<file path="config.mk">
export PLATFORM = sky130hd
export DESIGN_NAME = mcTop
export DESIGN_NICKNAME = d
export VERILOG_FILES = /design/src/hdl/mcPkg.sv /design/src/hdl/mcTxnQueue.sv /design/src/hdl/mcPageTable.sv /design/src/hdl/mcTimingCounters.sv /design/src/hdl/mcCmdFsm.sv /design/src/hdl/mcCmdEncode.sv /design/src/hdl/mcTop.sv
export SDC_FILE = /design/constraint.sdc
export NUM_CORES = 1
export LEC_CHECK = 0
export ABC_CLOCK_PERIOD_IN_PS = 7270
export BUFFER_PORTS_ARGS = -buffer_cell sky130_fd_sc_hd__buf_4
export CORE_UTILIZATION = 30
export DETAILED_ROUTE_END_ITERATION = 8
export PLACE_DENSITY_LB_ADDON = 0.3
export SLEW_MARGIN = 30
export SYNTH_ARGS = -nofsm -noshare
export SYNTH_HDL_FRONTEND = slang
export SYNTH_SLANG_ARGS = --single-unit
</file>
<file path="constraint.sdc">
create_clock -name clk -period 7.27 [get_ports clk]
set_clock_uncertainty 0.1 [all_clocks]
set_input_delay 1.0905 -clock clk [delete_from_list [all_inputs] [get_ports clk]]
set_output_delay 1.0905 -clock clk [all_outputs]
set_load 0.01 [all_outputs]
</file>
<file path="src/hdl/mcPkg.sv">
// Single-rank DDR4 scheduler constants; all timings are in controller clocks, one command per clock
package mcPkg;

   // --------------------
   // Geometry
   // --------------------
   localparam int BANKS       = 4;
   localparam int BANK_BITS   = 2;
   localparam int ROW_BITS    = 14;
   localparam int COL_BITS    = 10;
   localparam int QUEUE_DEPTH = 4;

   // --------------------
   // Timing in clocks
   // --------------------
   // ACT to CAS, same bank
   localparam int T_RCD = 4;
   // ACT to PRE, same bank
   localparam int T_RAS = 10;
   // PRE to ACT, and PREA to REF
   localparam int T_RP = 4;
   // REF to any command
   localparam int T_RFC = 20;
   // Refresh interval
   localparam int T_REFI = 400;
   // Holds T_REFI - 1, the largest value loaded into any timer
   localparam int TIMER_BITS = 9;

   typedef logic [BANK_BITS-1:0] bankT;
   typedef logic [ROW_BITS-1:0]  rowT;
   typedef logic [COL_BITS-1:0]  colT;

   typedef enum logic [2:0] {
      NOP,
      ACT,
      RD,
      WR,
      PRE,
      PREA,
      REF
   } memCmdT;

   // One queued transaction
   typedef struct packed {
      logic write;
      bankT bank;
      rowT  row;
      colT  col;
   } mcTxnT;

endpackage

</file>
<file path="src/hdl/mcTxnQueue.sv">
// In-order request FIFO; nothing is accepted before calDone, and a full queue holds accept low
`timescale 1ns/1ns

module mcTxnQueue (
   input  logic          clk,
   input  logic          rst_r1,
   input  logic          calDone,
   input  logic          reqValid,
   input  logic          reqWrite,
   input  mcPkg::bankT   reqBank,
   input  mcPkg::rowT    reqRow,
   input  mcPkg::colT    reqCol,
   input  logic          pop,
   output logic          accept,
   output logic          headValid,
   output mcPkg::mcTxnT  headTxn
);

   mcPkg::mcTxnT                          entries [mcPkg::QUEUE_DEPTH];
   logic [$clog2(mcPkg::QUEUE_DEPTH)-1:0]   wrPtr;
   logic [$clog2(mcPkg::QUEUE_DEPTH)-1:0]   rdPtr;
   logic [$clog2(mcPkg::QUEUE_DEPTH+1)-1:0] count;
   logic                                  push;

   assign accept    = calDone && (count != mcPkg::QUEUE_DEPTH);
   assign push      = reqValid && accept;
   assign headValid = (count != '0);
   assign headTxn   = entries[rdPtr];

   // Entry storage
   always_ff @(posedge clk) begin
      if (push) begin
         entries[wrPtr] <= '{write: reqWrite, bank: reqBank, row: reqRow, col: reqCol};
      end
   end

   // Pointers and occupancy
   always_ff @(posedge clk) begin
      if (!rst_r1) begin
         wrPtr <= '0;
         rdPtr <= '0;
         count <= '0;
      end else begin
         if (push) begin
            wrPtr <= (wrPtr == mcPkg::QUEUE_DEPTH - 1) ? '0 : wrPtr + 1'b1;
         end
         if (pop) begin
            rdPtr <= (rdPtr == mcPkg::QUEUE_DEPTH - 1) ? '0 : rdPtr + 1'b1;
         end
         // Simultaneous push and pop leave the count alone
         if (push && !pop) begin
            count <= count + 1'b1;
         end else if (pop && !push) begin
            count <= count - 1'b1;
         end
      end
   end

endmodule

</file>
<file path="src/hdl/mcPageTable.sv">
// Open-row table for a single rank; a row opened by ACT stays open until PRE or PREA
`timescale 1ns/1ns

module mcPageTable (
   input  logic           clk,
   input  logic           rst_r1,
   input  mcPkg::memCmdT  issueCmd,
   input  mcPkg::bankT    issueBank,
   input  mcPkg::rowT     issueRow,
   input  mcPkg::mcTxnT   headTxn,
   output logic           headOpen,
   output logic           headHit,
   output logic           anyOpen
);

   logic [mcPkg::BANKS-1:0] openFlag;
   mcPkg::rowT              openRow [mcPkg::BANKS];

   // Open flags per bank
   always_ff @(posedge clk) begin
      if (!rst_r1) begin
         openFlag <= '0;
      end else if (issueCmd == mcPkg::PREA) begin
         openFlag <= '0;
      end else if (issueCmd == mcPkg::ACT) begin
         openFlag[issueBank] <= 1'b1;
      end else if (issueCmd == mcPkg::PRE) begin
         openFlag[issueBank] <= 1'b0;
      end
   end

   // Row held by each bank, meaningful only while its flag is set
   always_ff @(posedge clk) begin
      if (issueCmd == mcPkg::ACT) begin
         openRow[issueBank] <= issueRow;
      end
   end

   assign headOpen = openFlag[headTxn.bank];
   assign headHit  = headOpen && (openRow[headTxn.bank] == headTxn.row);
   assign anyOpen  = |openFlag;

endmodule

</file>
<file path="src/hdl/mcTimingCounters.sv">
// Per-bank tRCD/tRAS/tRP timers plus tRFC and tREFI; refresh interval runs only while calDone
`timescale 1ns/1ns

module mcTimingCounters (
   input  logic           clk,
   input  logic           rst_r1,
   input  logic           calDone,
   input  mcPkg::memCmdT  issueCmd,
   input  mcPkg::bankT    issueBank,
   input  mcPkg::mcTxnT   headTxn,
   output logic           actOk,
   output logic           casOk,
   output logic           preOk,
   output logic           allPreOk,
   output logic           refDue,
   output logic           busy
);

   typedef logic [mcPkg::TIMER_BITS-1:0] timerT;

   timerT actTimer [mcPkg::BANKS];
   timerT casTimer [mcPkg::BANKS];
   timerT preTimer [mcPkg::BANKS];
   timerT busyCnt;
   timerT refCnt;
   logic  anyRpRunning;

   function automatic timerT tick(timerT t);
      return (t == '0) ? t : t - 1'b1;
   endfunction

   // --------------------
   // Bank timers
   // --------------------
   // Loaded with N-1 so the next command may go N clocks after this one
   always_ff @(posedge clk) begin
      if (!rst_r1) begin
         for (int b = 0; b < mcPkg::BANKS; b++) begin
            actTimer[b] <= '0;
            casTimer[b] <= '0;
            preTimer[b] <= '0;
         end
         busyCnt <= '0;
      end else begin
         for (int b = 0; b < mcPkg::BANKS; b++) begin
            if (issueCmd == mcPkg::ACT && issueBank == mcPkg::bankT'(b)) begin
               casTimer[b] <= timerT'(mcPkg::T_RCD - 1);
               preTimer[b] <= timerT'(mcPkg::T_RAS - 1);
            end else begin
               casTimer[b] <= tick(casTimer[b]);
               preTimer[b] <= tick(preTimer[b]);
            end
            if (issueCmd == mcPkg::PREA ||
                (issueCmd == mcPkg::PRE && issueBank == mcPkg::bankT'(b))) begin
               actTimer[b] <= timerT'(mcPkg::T_RP - 1);
            end else begin
               actTimer[b] <= tick(actTimer[b]);
            end
         end
         if (issueCmd == mcPkg::REF) begin
            busyCnt <= timerT'(mcPkg::T_RFC - 1);
         end else if (issueCmd == mcPkg::PREA) begin
            busyCnt <= timerT'(mcPkg::T_RP - 1);
         end else begin
            busyCnt <= tick(busyCnt);
         end
      end
   end

   // --------------------
   // Refresh interval
   // --------------------
   always_ff @(posedge clk) begin
      if (!rst_r1) begin
         refCnt <= timerT'(mcPkg::T_REFI - 1);
         refDue <= 1'b0;
      end else if (issueCmd == mcPkg::REF) begin
         refCnt <= timerT'(mcPkg::T_REFI - 1);
         refDue <= 1'b0;
      end else if (calDone && !refDue) begin
         if (refCnt == '0) begin
            refDue <= 1'b1;
         end else begin
            refCnt <= refCnt - 1'b1;
         end
      end
   end

   always_comb begin
      allPreOk     = 1'b1;
      anyRpRunning = 1'b0;
      for (int b = 0; b < mcPkg::BANKS; b++) begin
         allPreOk     = allPreOk && (preTimer[b] == '0);
         anyRpRunning = anyRpRunning || (actTimer[b] != '0);
      end
   end

   assign actOk = (actTimer[headTxn.bank] == '0);
   assign casOk = (casTimer[headTxn.bank] == '0);
   assign preOk = (preTimer[headTxn.bank] == '0);
   // A single-bank PRE also has to finish its tRP before REF
   assign busy  = (busyCnt != '0) || anyRpRunning;

endmodule

</file>
<file path="src/hdl/mcCmdFsm.sv">
// Strictly in-order command picker; at most one command per clock and refresh takes priority
`timescale 1ns/1ns

module mcCmdFsm (
   input  logic           clk,
   input  logic           rst_r1,
   input  logic           headValid,
   input  mcPkg::mcTxnT   headTxn,
   input  logic           headOpen,
   input  logic           headHit,
   input  logic           anyOpen,
   input  logic           actOk,
   input  logic           casOk,
   input  logic           preOk,
   input  logic           allPreOk,
   input  logic           refDue,
   input  logic           busy,
   output logic           pop,
   output mcPkg::memCmdT  issueCmd,
   output mcPkg::bankT    issueBank,
   output mcPkg::rowT     issueRow,
   output mcPkg::colT     issueCol
);

   typedef enum logic [1:0] {
      SERVE,
      REF_PRECHARGE,
      REF_WAIT,
      REF_ISSUE
   } fsmStateT;

   fsmStateT state;
   fsmStateT nextState;

   // Address fields always come from the queue head
   assign issueBank = headTxn.bank;
   assign issueRow  = headTxn.row;
   assign issueCol  = headTxn.col;

   always_ff @(posedge clk) begin
      if (!rst_r1) begin
         state <= SERVE;
      end else begin
         state <= nextState;
      end
   end

   // --------------------
   // Command decision
   // --------------------
   always_comb begin
      nextState = state;
      issueCmd  = mcPkg::NOP;
      pop       = 1'b0;
      case (state)
         SERVE: begin
            if (refDue) begin
               // Nothing new goes out once a refresh is pending
               nextState = REF_PRECHARGE;
            end else if (headValid) begin
               if (headHit) begin
                  if (casOk) begin
                     issueCmd = headTxn.write ? mcPkg::WR : mcPkg::RD;
                     pop      = 1'b1;
                  end
               end else if (headOpen) begin
                  // Row conflict, close the bank first
                  if (preOk) begin
                     issueCmd = mcPkg::PRE;
                  end
               end else if (actOk) begin
                  issueCmd = mcPkg::ACT;
               end
            end
         end
         REF_PRECHARGE: begin
            if (!anyOpen) begin
               nextState = REF_WAIT;
            end else if (allPreOk) begin
               issueCmd  = mcPkg::PREA;
               nextState = REF_WAIT;
            end
         end
         REF_WAIT: begin
            // tRP after the precharge
            if (!busy) begin
               issueCmd  = mcPkg::REF;
               nextState = REF_ISSUE;
            end
         end
         REF_ISSUE: begin
            // REF is out, hold off until tRFC expires
            if (!busy) begin
               nextState = SERVE;
            end
         end
         default: begin
            nextState = SERVE;
         end
      endcase
   end

endmodule

</file>
<file path="src/hdl/mcCmdEncode.sv">
// DDR4 command pin register with one clock of latency; rows are 14 bits so ACT drives A16..A14 low
`timescale 1ns/1ns

module mcCmdEncode (
   input  logic           clk,
   input  logic           rst_r1,
   input  mcPkg::memCmdT  issueCmd,
   input  mcPkg::bankT    issueBank,
   input  mcPkg::rowT     issueRow,
   input  mcPkg::colT     issueCol,
   output logic           memCsN,
   output logic           memActN,
   output logic           memRasN,
   output logic           memCasN,
   output logic           memWeN,
   output mcPkg::bankT    memBa,
   output mcPkg::rowT     memAdr,
   output logic           rdCas,
   output logic           wrCas,
   output logic           refAck
);

   // --------------------
   // Control pins and status pulses
   // --------------------
   always_ff @(posedge clk) begin
      if (!rst_r1) begin
         memCsN  <= 1'b1;
         memActN <= 1'b1;
         {memRasN, memCasN, memWeN} <= 3'b111;
         rdCas   <= 1'b0;
         wrCas   <= 1'b0;
         refAck  <= 1'b0;
      end else begin
         memCsN  <= (issueCmd == mcPkg::NOP);
         memActN <= (issueCmd != mcPkg::ACT);
         rdCas   <= (issueCmd == mcPkg::RD);
         wrCas   <= (issueCmd == mcPkg::WR);
         refAck  <= (issueCmd == mcPkg::REF);
         case (issueCmd)
            // RAS/CAS/WE carry upper row bits during ACT
            mcPkg::ACT:             {memRasN, memCasN, memWeN} <= 3'b000;
            mcPkg::RD:              {memRasN, memCasN, memWeN} <= 3'b101;
            mcPkg::WR:              {memRasN, memCasN, memWeN} <= 3'b100;
            mcPkg::PRE, mcPkg::PREA: {memRasN, memCasN, memWeN} <= 3'b010;
            mcPkg::REF:             {memRasN, memCasN, memWeN} <= 3'b001;
            default:                {memRasN, memCasN, memWeN} <= 3'b111;
         endcase
      end
   end

   // Address and bank
   always_ff @(posedge clk) begin
      memBa <= issueBank;
      case (issueCmd)
         mcPkg::ACT:            memAdr <= issueRow;
         mcPkg::RD, mcPkg::WR:  memAdr <= mcPkg::rowT'(issueCol);
         // A10 high selects all banks
         mcPkg::PREA:           memAdr <= mcPkg::rowT'(1 << 10);
         default:               memAdr <= '0;
      endcase
   end

endmodule

</file>
<file path="src/hdl/mcTop.sv">
// Single-rank four-bank DDR4 command scheduler; in-order service, no data path, no self-refresh
`timescale 1ns/1ns

module mcTop (
   input  logic         clk,
   input  logic         rst_r1,
   input  logic         calDone,
   input  logic         reqValid,
   input  logic         reqWrite,
   input  mcPkg::bankT  reqBank,
   input  mcPkg::rowT   reqRow,
   input  mcPkg::colT   reqCol,
   output logic         accept,
   output logic         memCsN,
   output logic         memActN,
   output logic         memRasN,
   output logic         memCasN,
   output logic         memWeN,
   output mcPkg::bankT  memBa,
   output mcPkg::rowT   memAdr,
   output logic         rdCas,
   output logic         wrCas,
   output logic         refAck
);

   mcPkg::mcTxnT  headTxn;
   logic          headValid;
   logic          pop;
   logic          headOpen;
   logic          headHit;
   logic          anyOpen;
   logic          actOk;
   logic          casOk;
   logic          preOk;
   logic          allPreOk;
   logic          refDue;
   logic          busy;
   mcPkg::memCmdT issueCmd;
   mcPkg::bankT   issueBank;
   mcPkg::rowT    issueRow;
   mcPkg::colT    issueCol;

   mcTxnQueue uQueue (
      .clk       (clk),
      .rst_r1    (rst_r1),
      .calDone   (calDone),
      .reqValid  (reqValid),
      .reqWrite  (reqWrite),
      .reqBank   (reqBank),
      .reqRow    (reqRow),
      .reqCol    (reqCol),
      .pop       (pop),
      .accept    (accept),
      .headValid (headValid),
      .headTxn   (headTxn)
   );

   mcPageTable uPageTable (
      .clk       (clk),
      .rst_r1    (rst_r1),
      .issueCmd  (issueCmd),
      .issueBank (issueBank),
      .issueRow  (issueRow),
      .headTxn   (headTxn),
      .headOpen  (headOpen),
      .headHit   (headHit),
      .anyOpen   (anyOpen)
   );

   mcTimingCounters uTimers (
      .clk       (clk),
      .rst_r1    (rst_r1),
      .calDone   (calDone),
      .issueCmd  (issueCmd),
      .issueBank (issueBank),
      .headTxn   (headTxn),
      .actOk     (actOk),
      .casOk     (casOk),
      .preOk     (preOk),
      .allPreOk  (allPreOk),
      .refDue    (refDue),
      .busy      (busy)
   );

   mcCmdFsm uFsm (
      .clk       (clk),
      .rst_r1    (rst_r1),
      .headValid (headValid),
      .headTxn   (headTxn),
      .headOpen  (headOpen),
      .headHit   (headHit),
      .anyOpen   (anyOpen),
      .actOk     (actOk),
      .casOk     (casOk),
      .preOk     (preOk),
      .allPreOk  (allPreOk),
      .refDue    (refDue),
      .busy      (busy),
      .pop       (pop),
      .issueCmd  (issueCmd),
      .issueBank (issueBank),
      .issueRow  (issueRow),
      .issueCol  (issueCol)
   );

   mcCmdEncode uEncode (
      .clk       (clk),
      .rst_r1    (rst_r1),
      .issueCmd  (issueCmd),
      .issueBank (issueBank),
      .issueRow  (issueRow),
      .issueCol  (issueCol),
      .memCsN    (memCsN),
      .memActN   (memActN),
      .memRasN   (memRasN),
      .memCasN   (memCasN),
      .memWeN    (memWeN),
      .memBa     (memBa),
      .memAdr    (memAdr),
      .rdCas     (rdCas),
      .wrCas     (wrCas),
      .refAck    (refAck)
   );

endmodule

</file>
==> reports/metrics.csv, run 1 <==
stage,metric,value,unit
timing,Max-slew headroom,36.7,%
detailed_routing,Antenna Nets Post-Route,0,
layout,n_diodes,0,
logic_synthesis,Syn Inst Count,1114,
logic_synthesis,synth unique cells,66,
layout,layout cells sized above 1,15.0,%
global_routing,GRT Total Usage,12.3,%
clock_tree,"Reg clk slew, reported paths",0.06,ns
critical_path,Max Fanout on Critical Path,29,
logic_synthesis,share of the synthesized area in the top cell type,55.2,%
timing,Final Critical Period,5.39,ns
place,global placer's final weighted congestion,0.768,
logic_synthesis,Syn Nets,1172,
timing,FMAX,186,MHz
logic_synthesis,Synth Area in Adders,2.33,%
timing,Max Slew Vio Count,0,
critical_path,Setup CP Type,flop to flop,
clock_tree,clk buf depth,3,
critical_path,Crit path top cell by count,buf_4,
clock_tree,clock root cell,clkbuf_16,
critical_path,element type at the critical path end,flop,
detailed_routing,DR vias,8764,
floorplanning,Starting Density,30.3,%
floorplanning,total core area,0.0488,mm²
power,Lkg Pwr,6.27,nW
run_status,status,finished clean,
logic_synthesis,ys async rst share,0,%
logic_synthesis,Post-Synth XOR/XNOR Area,5.56,%
global_routing,vias in the first global route,8824,
floorplanning,cell row count,81,
logic_synthesis,post-synthesis register bit count,330,
floorplanning,Chip Width,224,µm
timing,unrepaired setup endpoints after global routing,false,
floorplanning,Die Footprint,0.0502,mm²
detailed_routing,1st-iter DRT viols,498,
layout,Layout Nets,1240,
clock_tree,CTS tree,yes,
power,worst IR drop on VDD,195,µV
power,Power Dens Cells,339,mW/mm²
logic_synthesis,syn_area_per_cell,13.3,µm²
logic_synthesis,Syn. warnings,0,
layout,Area Growth Syn to Fin,15.9,%
timing,Setup-failing EPs final,0,
timing,Slew @ Worst Pin,0.945,ns
layout,Filler cells,4845,
logic_synthesis,"count leader, synth",edfxtp_1,
logic_synthesis,Synth Area in Compound Gates,5.71,%
floorplanning,Die Ht,224,µm
global_routing,grt ovf,0,
logic_synthesis,Post-synth EDFFs,272,
logic_synthesis,main combinational cell family by area after synthesis,simple AND/OR/NAND/NOR gates,
place,post-DP HPWL,20500,µm
place,IO Port Bufs,55,
detailed_routing,DRC viols,0,
critical_path,Worst path slowest cell,mux4_2,
logic_synthesis,Synth Cell Area,0.0148,mm²
detailed_routing,first-pass iteration count of the detailed router,5,
critical_path,"Arr. time, crit path",5.53,ns
logic_synthesis,multiplexer share of the synthesized area,7.66,%
timing,setup_tns,0,ns
global_routing,largest net degree at the start of global routing,42,
hold_path,Min-Delay Path Class,flop to flop,
critical_path,Crit path required time,7.42,ns
clock_tree,CTS sink cnt,330,
timing,Fin. Hold Viols,0,
critical_path,critical-path cell list,"buf_4, mux4_2, buf_4, mux2i_1, mux2i_1, xnor2_1, or3_1, and4bb_2, o21ai_2, or3_2, nor2_1, buf_4",
logic_synthesis,Synth Area in Simple Gates,12.7,%
detailed_routing,via/cell ratio,4.68,
logic_synthesis,"Seq/Total Area, Yosys",63.0,%
global_routing,initial antenna violation count,0,
timing,fin crit share,74.1,%
critical_path,CP Launch Type,flop,
detailed_routing,WL/cell,16.4,µm
floorplanning,Top Ports,56,
clock_tree,worst skew pair latency,0.53,ns
logic_synthesis,Synth Flop Type,edfxtp_1,
clock_tree,hold_buf cts,0,
critical_path,peak per-stage delay on the critical path,0.91,ns
logic_synthesis,Synth area leader,edfxtp_1,
clock_tree,post_cts resized,0,
clock_tree,Num CTS Buffers,36,
global_routing,first-pass GRT wire length,49100,µm
logic_synthesis,"top cells by count, synth","272 x edfxtp_1, 113 x nor2_1, 64 x xnor2_1, 62 x inv_1, 58 x dfxtp_1",
detailed_routing,Routed Wire Length,30700,µm
clock_tree,number of H-tree levels,2,
clock_tree,Post-CTS Setup Bufs,0,
timing,worst hold slack,0.368,ns
logic_synthesis,dominant cells by area after synthesis,"edfxtp_1 55%, dfxtp_1 7.8%, mux4_2 4.1%, xnor2_1 3.8%, mux2i_1 3.2%",
job,# Max-Cap Violations,0,
==> cell type report <==
class | count | area [µm²] | area share [%]
clock buffer | 48 | 997 | 5.81
clock inverter | 17 | 215 | 1.25
multi-input combinational | 684 | 5050 | 29.4
inverter | 64 | 240 | 1.40
timing repair buffer | 66 | 495 | 2.89
sequential | 330 | 9330 | 54.4
tap | 664 | 831 | 4.84
==> routing by layer <==
layer	share of wire [%]	track usage, %	routed length [µm]
met5	0	0	0
met4	1.8	3.29	546
met1	48	16.9	14600
met3	3.0	2.02	921
met2	47	20.3	14600
==> state kept, by name, summed over array words and instances, names as in the netlist, 2 cells and up, named ones only <==
| name | flops |
|---|---|
| uQueue.entries | 108 |
| uPageTable.openRow | 56 |
| uTimers.actTimer | 36 |
| uTimers.casTimer | 36 |
| uTimers.preTimer | 36 |
| uEncode.memAdr | 14 |
| uTimers.busyCnt | 9 |
| uTimers.refCnt | 9 |
| uQueue.count | 3 |
| uEncode.memBa | 2 |
| uFsm.state | 2 |
| uQueue.rdPtr | 2 |
| uQueue.wrPtr | 2 |
==> where the power goes <==
group | switching (W) | internal [W] | leakage, nW
sequential | 0.000245 | 0.00244 | 3.21
clock | 0.000750 | 0.00111 | 0.585
combinational | 0.000700 | 0.000573 | 2.48
total | 0.00169 | 0.00413 | 6.27
==> path summary, 6_finish.rpt <==
kind	from	end	slack (ns)	depth (start not counted)
worst min-delay path	uTimers.refCnt[8]	uTimers.refCnt[8]	0.37	2
worst max register to register	flop	uPageTable.openRow[1][8]	1.88	12
worst min register to register	uTimers.refCnt[8]	uTimers.refCnt[8]	0.37	2
worst max-delay path	flop	uPageTable.openRow[1][8]	1.88	12
==> worst max-delay path: cells and delay by family, from the launching register on <==
kind	cells	cell delay [ns]
compound gates	1	0.14
buf+inv	3	1.05
simple gates	4	2.07
xor+xnor	1	0.16
mux	3	1.24
flops	1	0.30
==> placed cells by master, fill, tap and decap left out, types with 4 or more instances in the layout <==
cell	instances
o31ai_1	12
nor2_1	113
mux4_2	27
or4_1	20
and3_1	32
nand2_1	57
and2_1	6
buf_4	66
bufinv_16	4
o41ai_1	4
clkbuf_1	8
o21ai_0	12
nor4b_1	4
o211ai_1	7
dfxtp_1	57
mux2i_1	48
a31oi_1	4
xor2_1	30
o22ai_2	10
nand3_1	12
inv_1	62
nand4_1	7
mux2_2	4
nor2b_1	6
or2_2	7
clkinv_1	7
ha_1	26
nand3b_1	4
xnor2_1	64
edfxtp_1	272
clkbuf_16	37
nor3b_1	6
nor3_1	34
or3_1	9
nor4_1	22
a21oi_1	44
nand2b_1	10
==> per-stage QoR <==
stage	power, W	util (%)	area, µm²	setup WS, ns	instances
finish	0.00582	35.1	17200	1.88	1873
floorplan	0.00366	-	14800	2.65	1114
CTS	0.00588	35.1	17200	1.70	1873
global placement	0.00396	32.6	15900	1.65	1808
detailed placement	0.00399	32.6	15900	1.71	1808
global route	0.00615	35.1	17200	1.51	1873
==> cell families after synthesis <==
family | after synthesis
and+or+nand+nor | 364
xor gates and xnor gates | 94
adders and majority gates | 27
muxes | 79
DFF | 330
AOI/OAI and AO/OA | 120
buffers and inverters | 100
Note: power is estimated with default switching activity, not from simulation.
==> inputs of run 2 (changes only) <==
--- a/config.mk
+++ b/config.mk
@@ -5,7 +5,8 @@
 export SDC_FILE = /design/constraint.sdc
 export NUM_CORES = 1
 export LEC_CHECK = 0
-export ABC_CLOCK_PERIOD_IN_PS = 7270
+export ABC_AREA = 1
+export ABC_CLOCK_PERIOD_IN_PS = 5450
 export BUFFER_PORTS_ARGS = -buffer_cell sky130_fd_sc_hd__buf_4
 export CORE_UTILIZATION = 30
 export DETAILED_ROUTE_END_ITERATION = 8
==> constraint.sdc (replaced) <==
create_clock -name clk -period 5.45 [get_ports clk]
set_clock_uncertainty 0.1 [all_clocks]
set_input_delay 0.8175 -clock clk [delete_from_list [all_inputs] [get_ports clk]]
set_output_delay 0.8175 -clock clk [all_outputs]
set_load 0.01 [all_outputs]
==> run 2 against run 1 <==
Clock power is 35% higher. Utilization increased by 0.36 points. Synthesized cell count rose by 35%. Critical endpoint is now uTimers.casTimer[2][8]. Sequential power up 31%. Critical path type unchanged. Worst hold slack worse by 0.018 ns.
==> reports/metrics.csv, run 2 <==
stage,metric,value,unit,change
timing,Fin. Hold Viols,0,,unchanged
layout,n_diodes,0,,unchanged
logic_synthesis,dominant cells by area after synthesis,"edfxtp_1 54%, dfxtp_1 7.7%, nand2_1 7.2%, nor2_1 5.8%, inv_1 4.0%",,
timing,Max Slew Vio Count,0,,unchanged
logic_synthesis,ys async rst share,0,%,unchanged
hold_path,Hold Path Origin,uTimers.busyCnt[8],,
global_routing,initial antenna violation count,0,,unchanged
power,clock network power share,32.1,%,about the same
detailed_routing,DRC viols,0,,unchanged
clock_tree,"Reg clk slew, reported paths",0.06,ns,about the same
critical_path,Buf/Inv on CP,3,,unchanged
logic_synthesis,Synth Cell Area,0.0150,mm²,+1.4%
clock_tree,clock root cell,clkbuf_16,,
clock_tree,CTS tree,yes,,
detailed_routing,Antenna Nets Post-Route,0,,unchanged
floorplanning,Die Ht,226,µm,+0.70%
logic_synthesis,Syn Nets,1557,,+33%
logic_synthesis,syn_area_per_cell,10.0,µm²,-25%
place,post-DP HPWL,21900,µm,+6.6%
detailed_routing,first-pass iteration count of the detailed router,5,,unchanged
global_routing,vias in the first global route,9899,,+12%
logic_synthesis,Post-synth EDFFs,272,,unchanged
clock_tree,post_cts resized,0,,unchanged
clock_tree,number of H-tree levels,2,,unchanged
layout,"most common cell after layout, fill and taps aside",nand2_1,,
timing,unrepaired setup endpoints after global routing,false,,
detailed_routing,1st-iter DRT viols,599,,+20%
power,worst IR drop on VDD,225,µV,+15%
timing,Max-slew headroom,57.0,%,+20 points
timing,Setup-failing EPs final,0,,unchanged
power,Pwr Total,0.00787,W,+35%
timing,fin crit share,84.4,%,+10 points
detailed_routing,via/cell ratio,4.52,,-3.3%
detailed_routing,Routed Wire Length,33000,µm,+7.6%
timing,Slew @ Worst Pin,0.642,ns,-0.303 ns
power,Power Dens Cells,451,mW/mm²,+33%
critical_path,Max Fanout on Critical Path,33,,+14%
logic_synthesis,Synth Flop Type,edfxtp_1,,
power,Internal Power,0.00546,W,+32%
power,switching share of total power,30.5,%,+1.4 points
critical_path,Setup CP Type,flop to flop,,
floorplanning,Chip Width,226,µm,+0.70%
critical_path,Crit path top cell by count,nand2_1,,
logic_synthesis,synth unique cells,48,,-27%
clock_tree,clk buf depth,3,,unchanged
place,IO Port Bufs,55,,unchanged
hold_path,Min-Delay Path Class,flop to flop,,
layout,Finished Layout Cells,2269,,+21%
detailed_routing,WL/cell,14.5,µm,-11%
layout,Layout Nets,1633,,+32%
global_routing,GRT Total Usage,13.1,%,+0.72 points
place,placed inst area,0.0162,mm²,+1.6%
power,NetSw,0.00240,W,+42%
place,global placer's final weighted congestion,0.790,,+2.9%
logic_synthesis,"top cells by count, synth","288 x nand2_1, 272 x edfxtp_1, 230 x nor2_1, 159 x inv_1, 70 x nand3_1",,
global_routing,largest net degree at the start of global routing,34,,-19%
critical_path,Worst path slowest cell,dfxtp_2,,
logic_synthesis,Synth area leader,edfxtp_1,,
power,Lkg Pwr,6.94,nW,+11%
power,logic gate share of total power,23.2,%,+1.3 points
layout,most frequent cells in the layout,"288 x nand2_1, 272 x edfxtp_1, 226 x nor2_1",,
clock_tree,Num CTS Buffers,38,,+5.6%
logic_synthesis,post-synthesis register bit count,330,,unchanged
logic_synthesis,Syn. warnings,0,,unchanged
critical_path,peak per-stage delay on the critical path,0.65,ns,-0.26 ns
floorplanning,total core area,0.0492,mm²,+0.62%
logic_synthesis,"count leader, synth",nand2_1,,
layout,leading registers by flop count,"uQueue.entries x108, uPageTable.openRow x56",,
clock_tree,CTS sink cnt,330,,unchanged
floorplanning,Top Ports,56,,unchanged
critical_path,element type at the critical path end,flop,,
layout,Final Instance Area,0.0174,mm²,+1.7%
layout,"Most flops, register",uQueue.entries,,
clock_tree,hold_buf cts,0,,unchanged
layout,multi-input logic area,0.00487,mm²,-3.4%
timing,setup_tns,0,ns,unchanged
power,Seq pwr share,44.7,%,-1.4 points
layout,Reg area,0.00933,mm²,unchanged
critical_path,critical-path cell list,"buf_4, nor2_1, nor2_1, nand2_1, nand2_2, inv_2, nand2_1, nand2_1, nand2_1, nand2_1, nor2_1, nand2_1, nor2_2, nand2_1, nand2_1, nand3_2, nand2_4, nand3_4, nor2_8, nand2_2, nand2_2, inv_1, nand2_1",,
run_status,status,finished clean,,
detailed_routing,DR vias,10264,,+17%
critical_path,"Arr. time, crit path",4.68,ns,-0.85 ns
timing,FMAX,217,MHz,+17%
floorplanning,cell row count,81,,unchanged
global_routing,grt ovf,0,,unchanged
logic_synthesis,share of the synthesized area in the top cell type,54.4,%,-0.78 points
layout,max reg flops,108,,unchanged
critical_path,CP Launch Type,flop,,
clock_tree,Post-CTS Setup Bufs,0,,unchanged
logic_synthesis,"Seq/Total Area, Yosys",62.1,%,-0.89 points
floorplanning,Starting Density,30.5,%,+0.24 points
place,placed insts,2199,,+22%
logic_synthesis,Syn Inst Count,1499,,+35%
global_routing,first-pass GRT wire length,52700,µm,+7.5%
floorplanning,Die Footprint,0.0509,mm²,+1.4%
clock_tree,worst skew pair latency,0.55,ns,+0.02 ns
job,# Max-Cap Violations,0,,unchanged
critical_path,crit-path leading delay family,simple AND/OR/NAND/NOR gates,,
layout,Area Growth Syn to Fin,16.2,%,
layout,layout cells sized above 1,12.7,%,-2.3 points
critical_path,Crit path required time,5.53,ns,-1.89 ns
timing,Final Critical Period,4.60,ns,-0.787 ns
layout,Filler cells,4890,,+0.93%
run 2: changes by cell type after synthesis, moves of 27 or more:
cell	delta
nand2_1	+231
nor2_1	+117
inv_1	+97
nand3_1	+58
mux2i_1	-48
o21ai_0	+47
xnor2_1	-32
and3_1	-31
mux4_2	-27
run 2: power groups by stage:
| stage | clock, W | sequential, W | combinational (W) |
|---|---|---|---|
| CTS | 0.00260 | 0.00352 | 0.00184 |
| floorplan | 0 | 0.00350 | 0.00141 |
| global route | 0.00268 | 0.00357 | 0.00210 |
| detailed placement | 0 | 0.00357 | 0.00182 |
| finish | 0.00252 | 0.00352 | 0.00182 |
| global placement | 0 | 0.00355 | 0.00179 |
run 2: logic make-up after synthesis:
kind of cell	after synthesis	synth area share, %
AO/OA/AOI/OAI	175	6.54
XOR/XNOR	54	3.15
buffers and inverters	203	5.46
adder cells (fa/ha/maj)	27	2.30
flip-flops	330	62.1
AND/OR/NAND/NOR	710	20.4
run 2: stage by stage:
| stage | worst slack (ns) | hold WS (ns) | util, % |
|---|---|---|---|
| finish | 0.851 | 0.350 | 35.5 |
| CTS | 0.758 | 0.343 | 35.5 |
| global placement | 0.846 | 0.330 | 33.0 |
| global route | 0.262 | 0.358 | 35.5 |
| detailed placement | 0.769 | 0.334 | 33.0 |
| floorplan | 2.00 | 0.323 | - |
run 2: worst register-to-register path: cells and delay by family, from the launching register on:
kind / cells / cell delay (ns)
buf+inv: 3 / 0.82
flops: 1 / 0.65
simple gates: 20 / 2.69
run 2: worst paths after layout:
check / end / slack, ns / cells after the start
worst max-delay path: uTimers.casTimer[2][8] / 0.85 / 23
worst min-delay path: uTimers.busyCnt[8] / 0.35 / 2
worst max register to register: uTimers.casTimer[2][8] / 0.85 / 23
worst min register to register: uTimers.busyCnt[8] / 0.35 / 2
run 2: layout make-up:
cell class	count	share of cell area (%)
repair buffers	72	3.10
inverters	167	3.59
flip-flops and latches	330	53.5
clock inverters	24	1.24
clock buffers	46	5.86
well taps	664	4.76
multi-input cells	966	27.9
run 2: layer usage:
layer,global-route usage (%),wire length [µm]
met3,2.22,1560
met5,0,0
met4,3.69,623
met1,18.1,15900
met2,20.9,15000
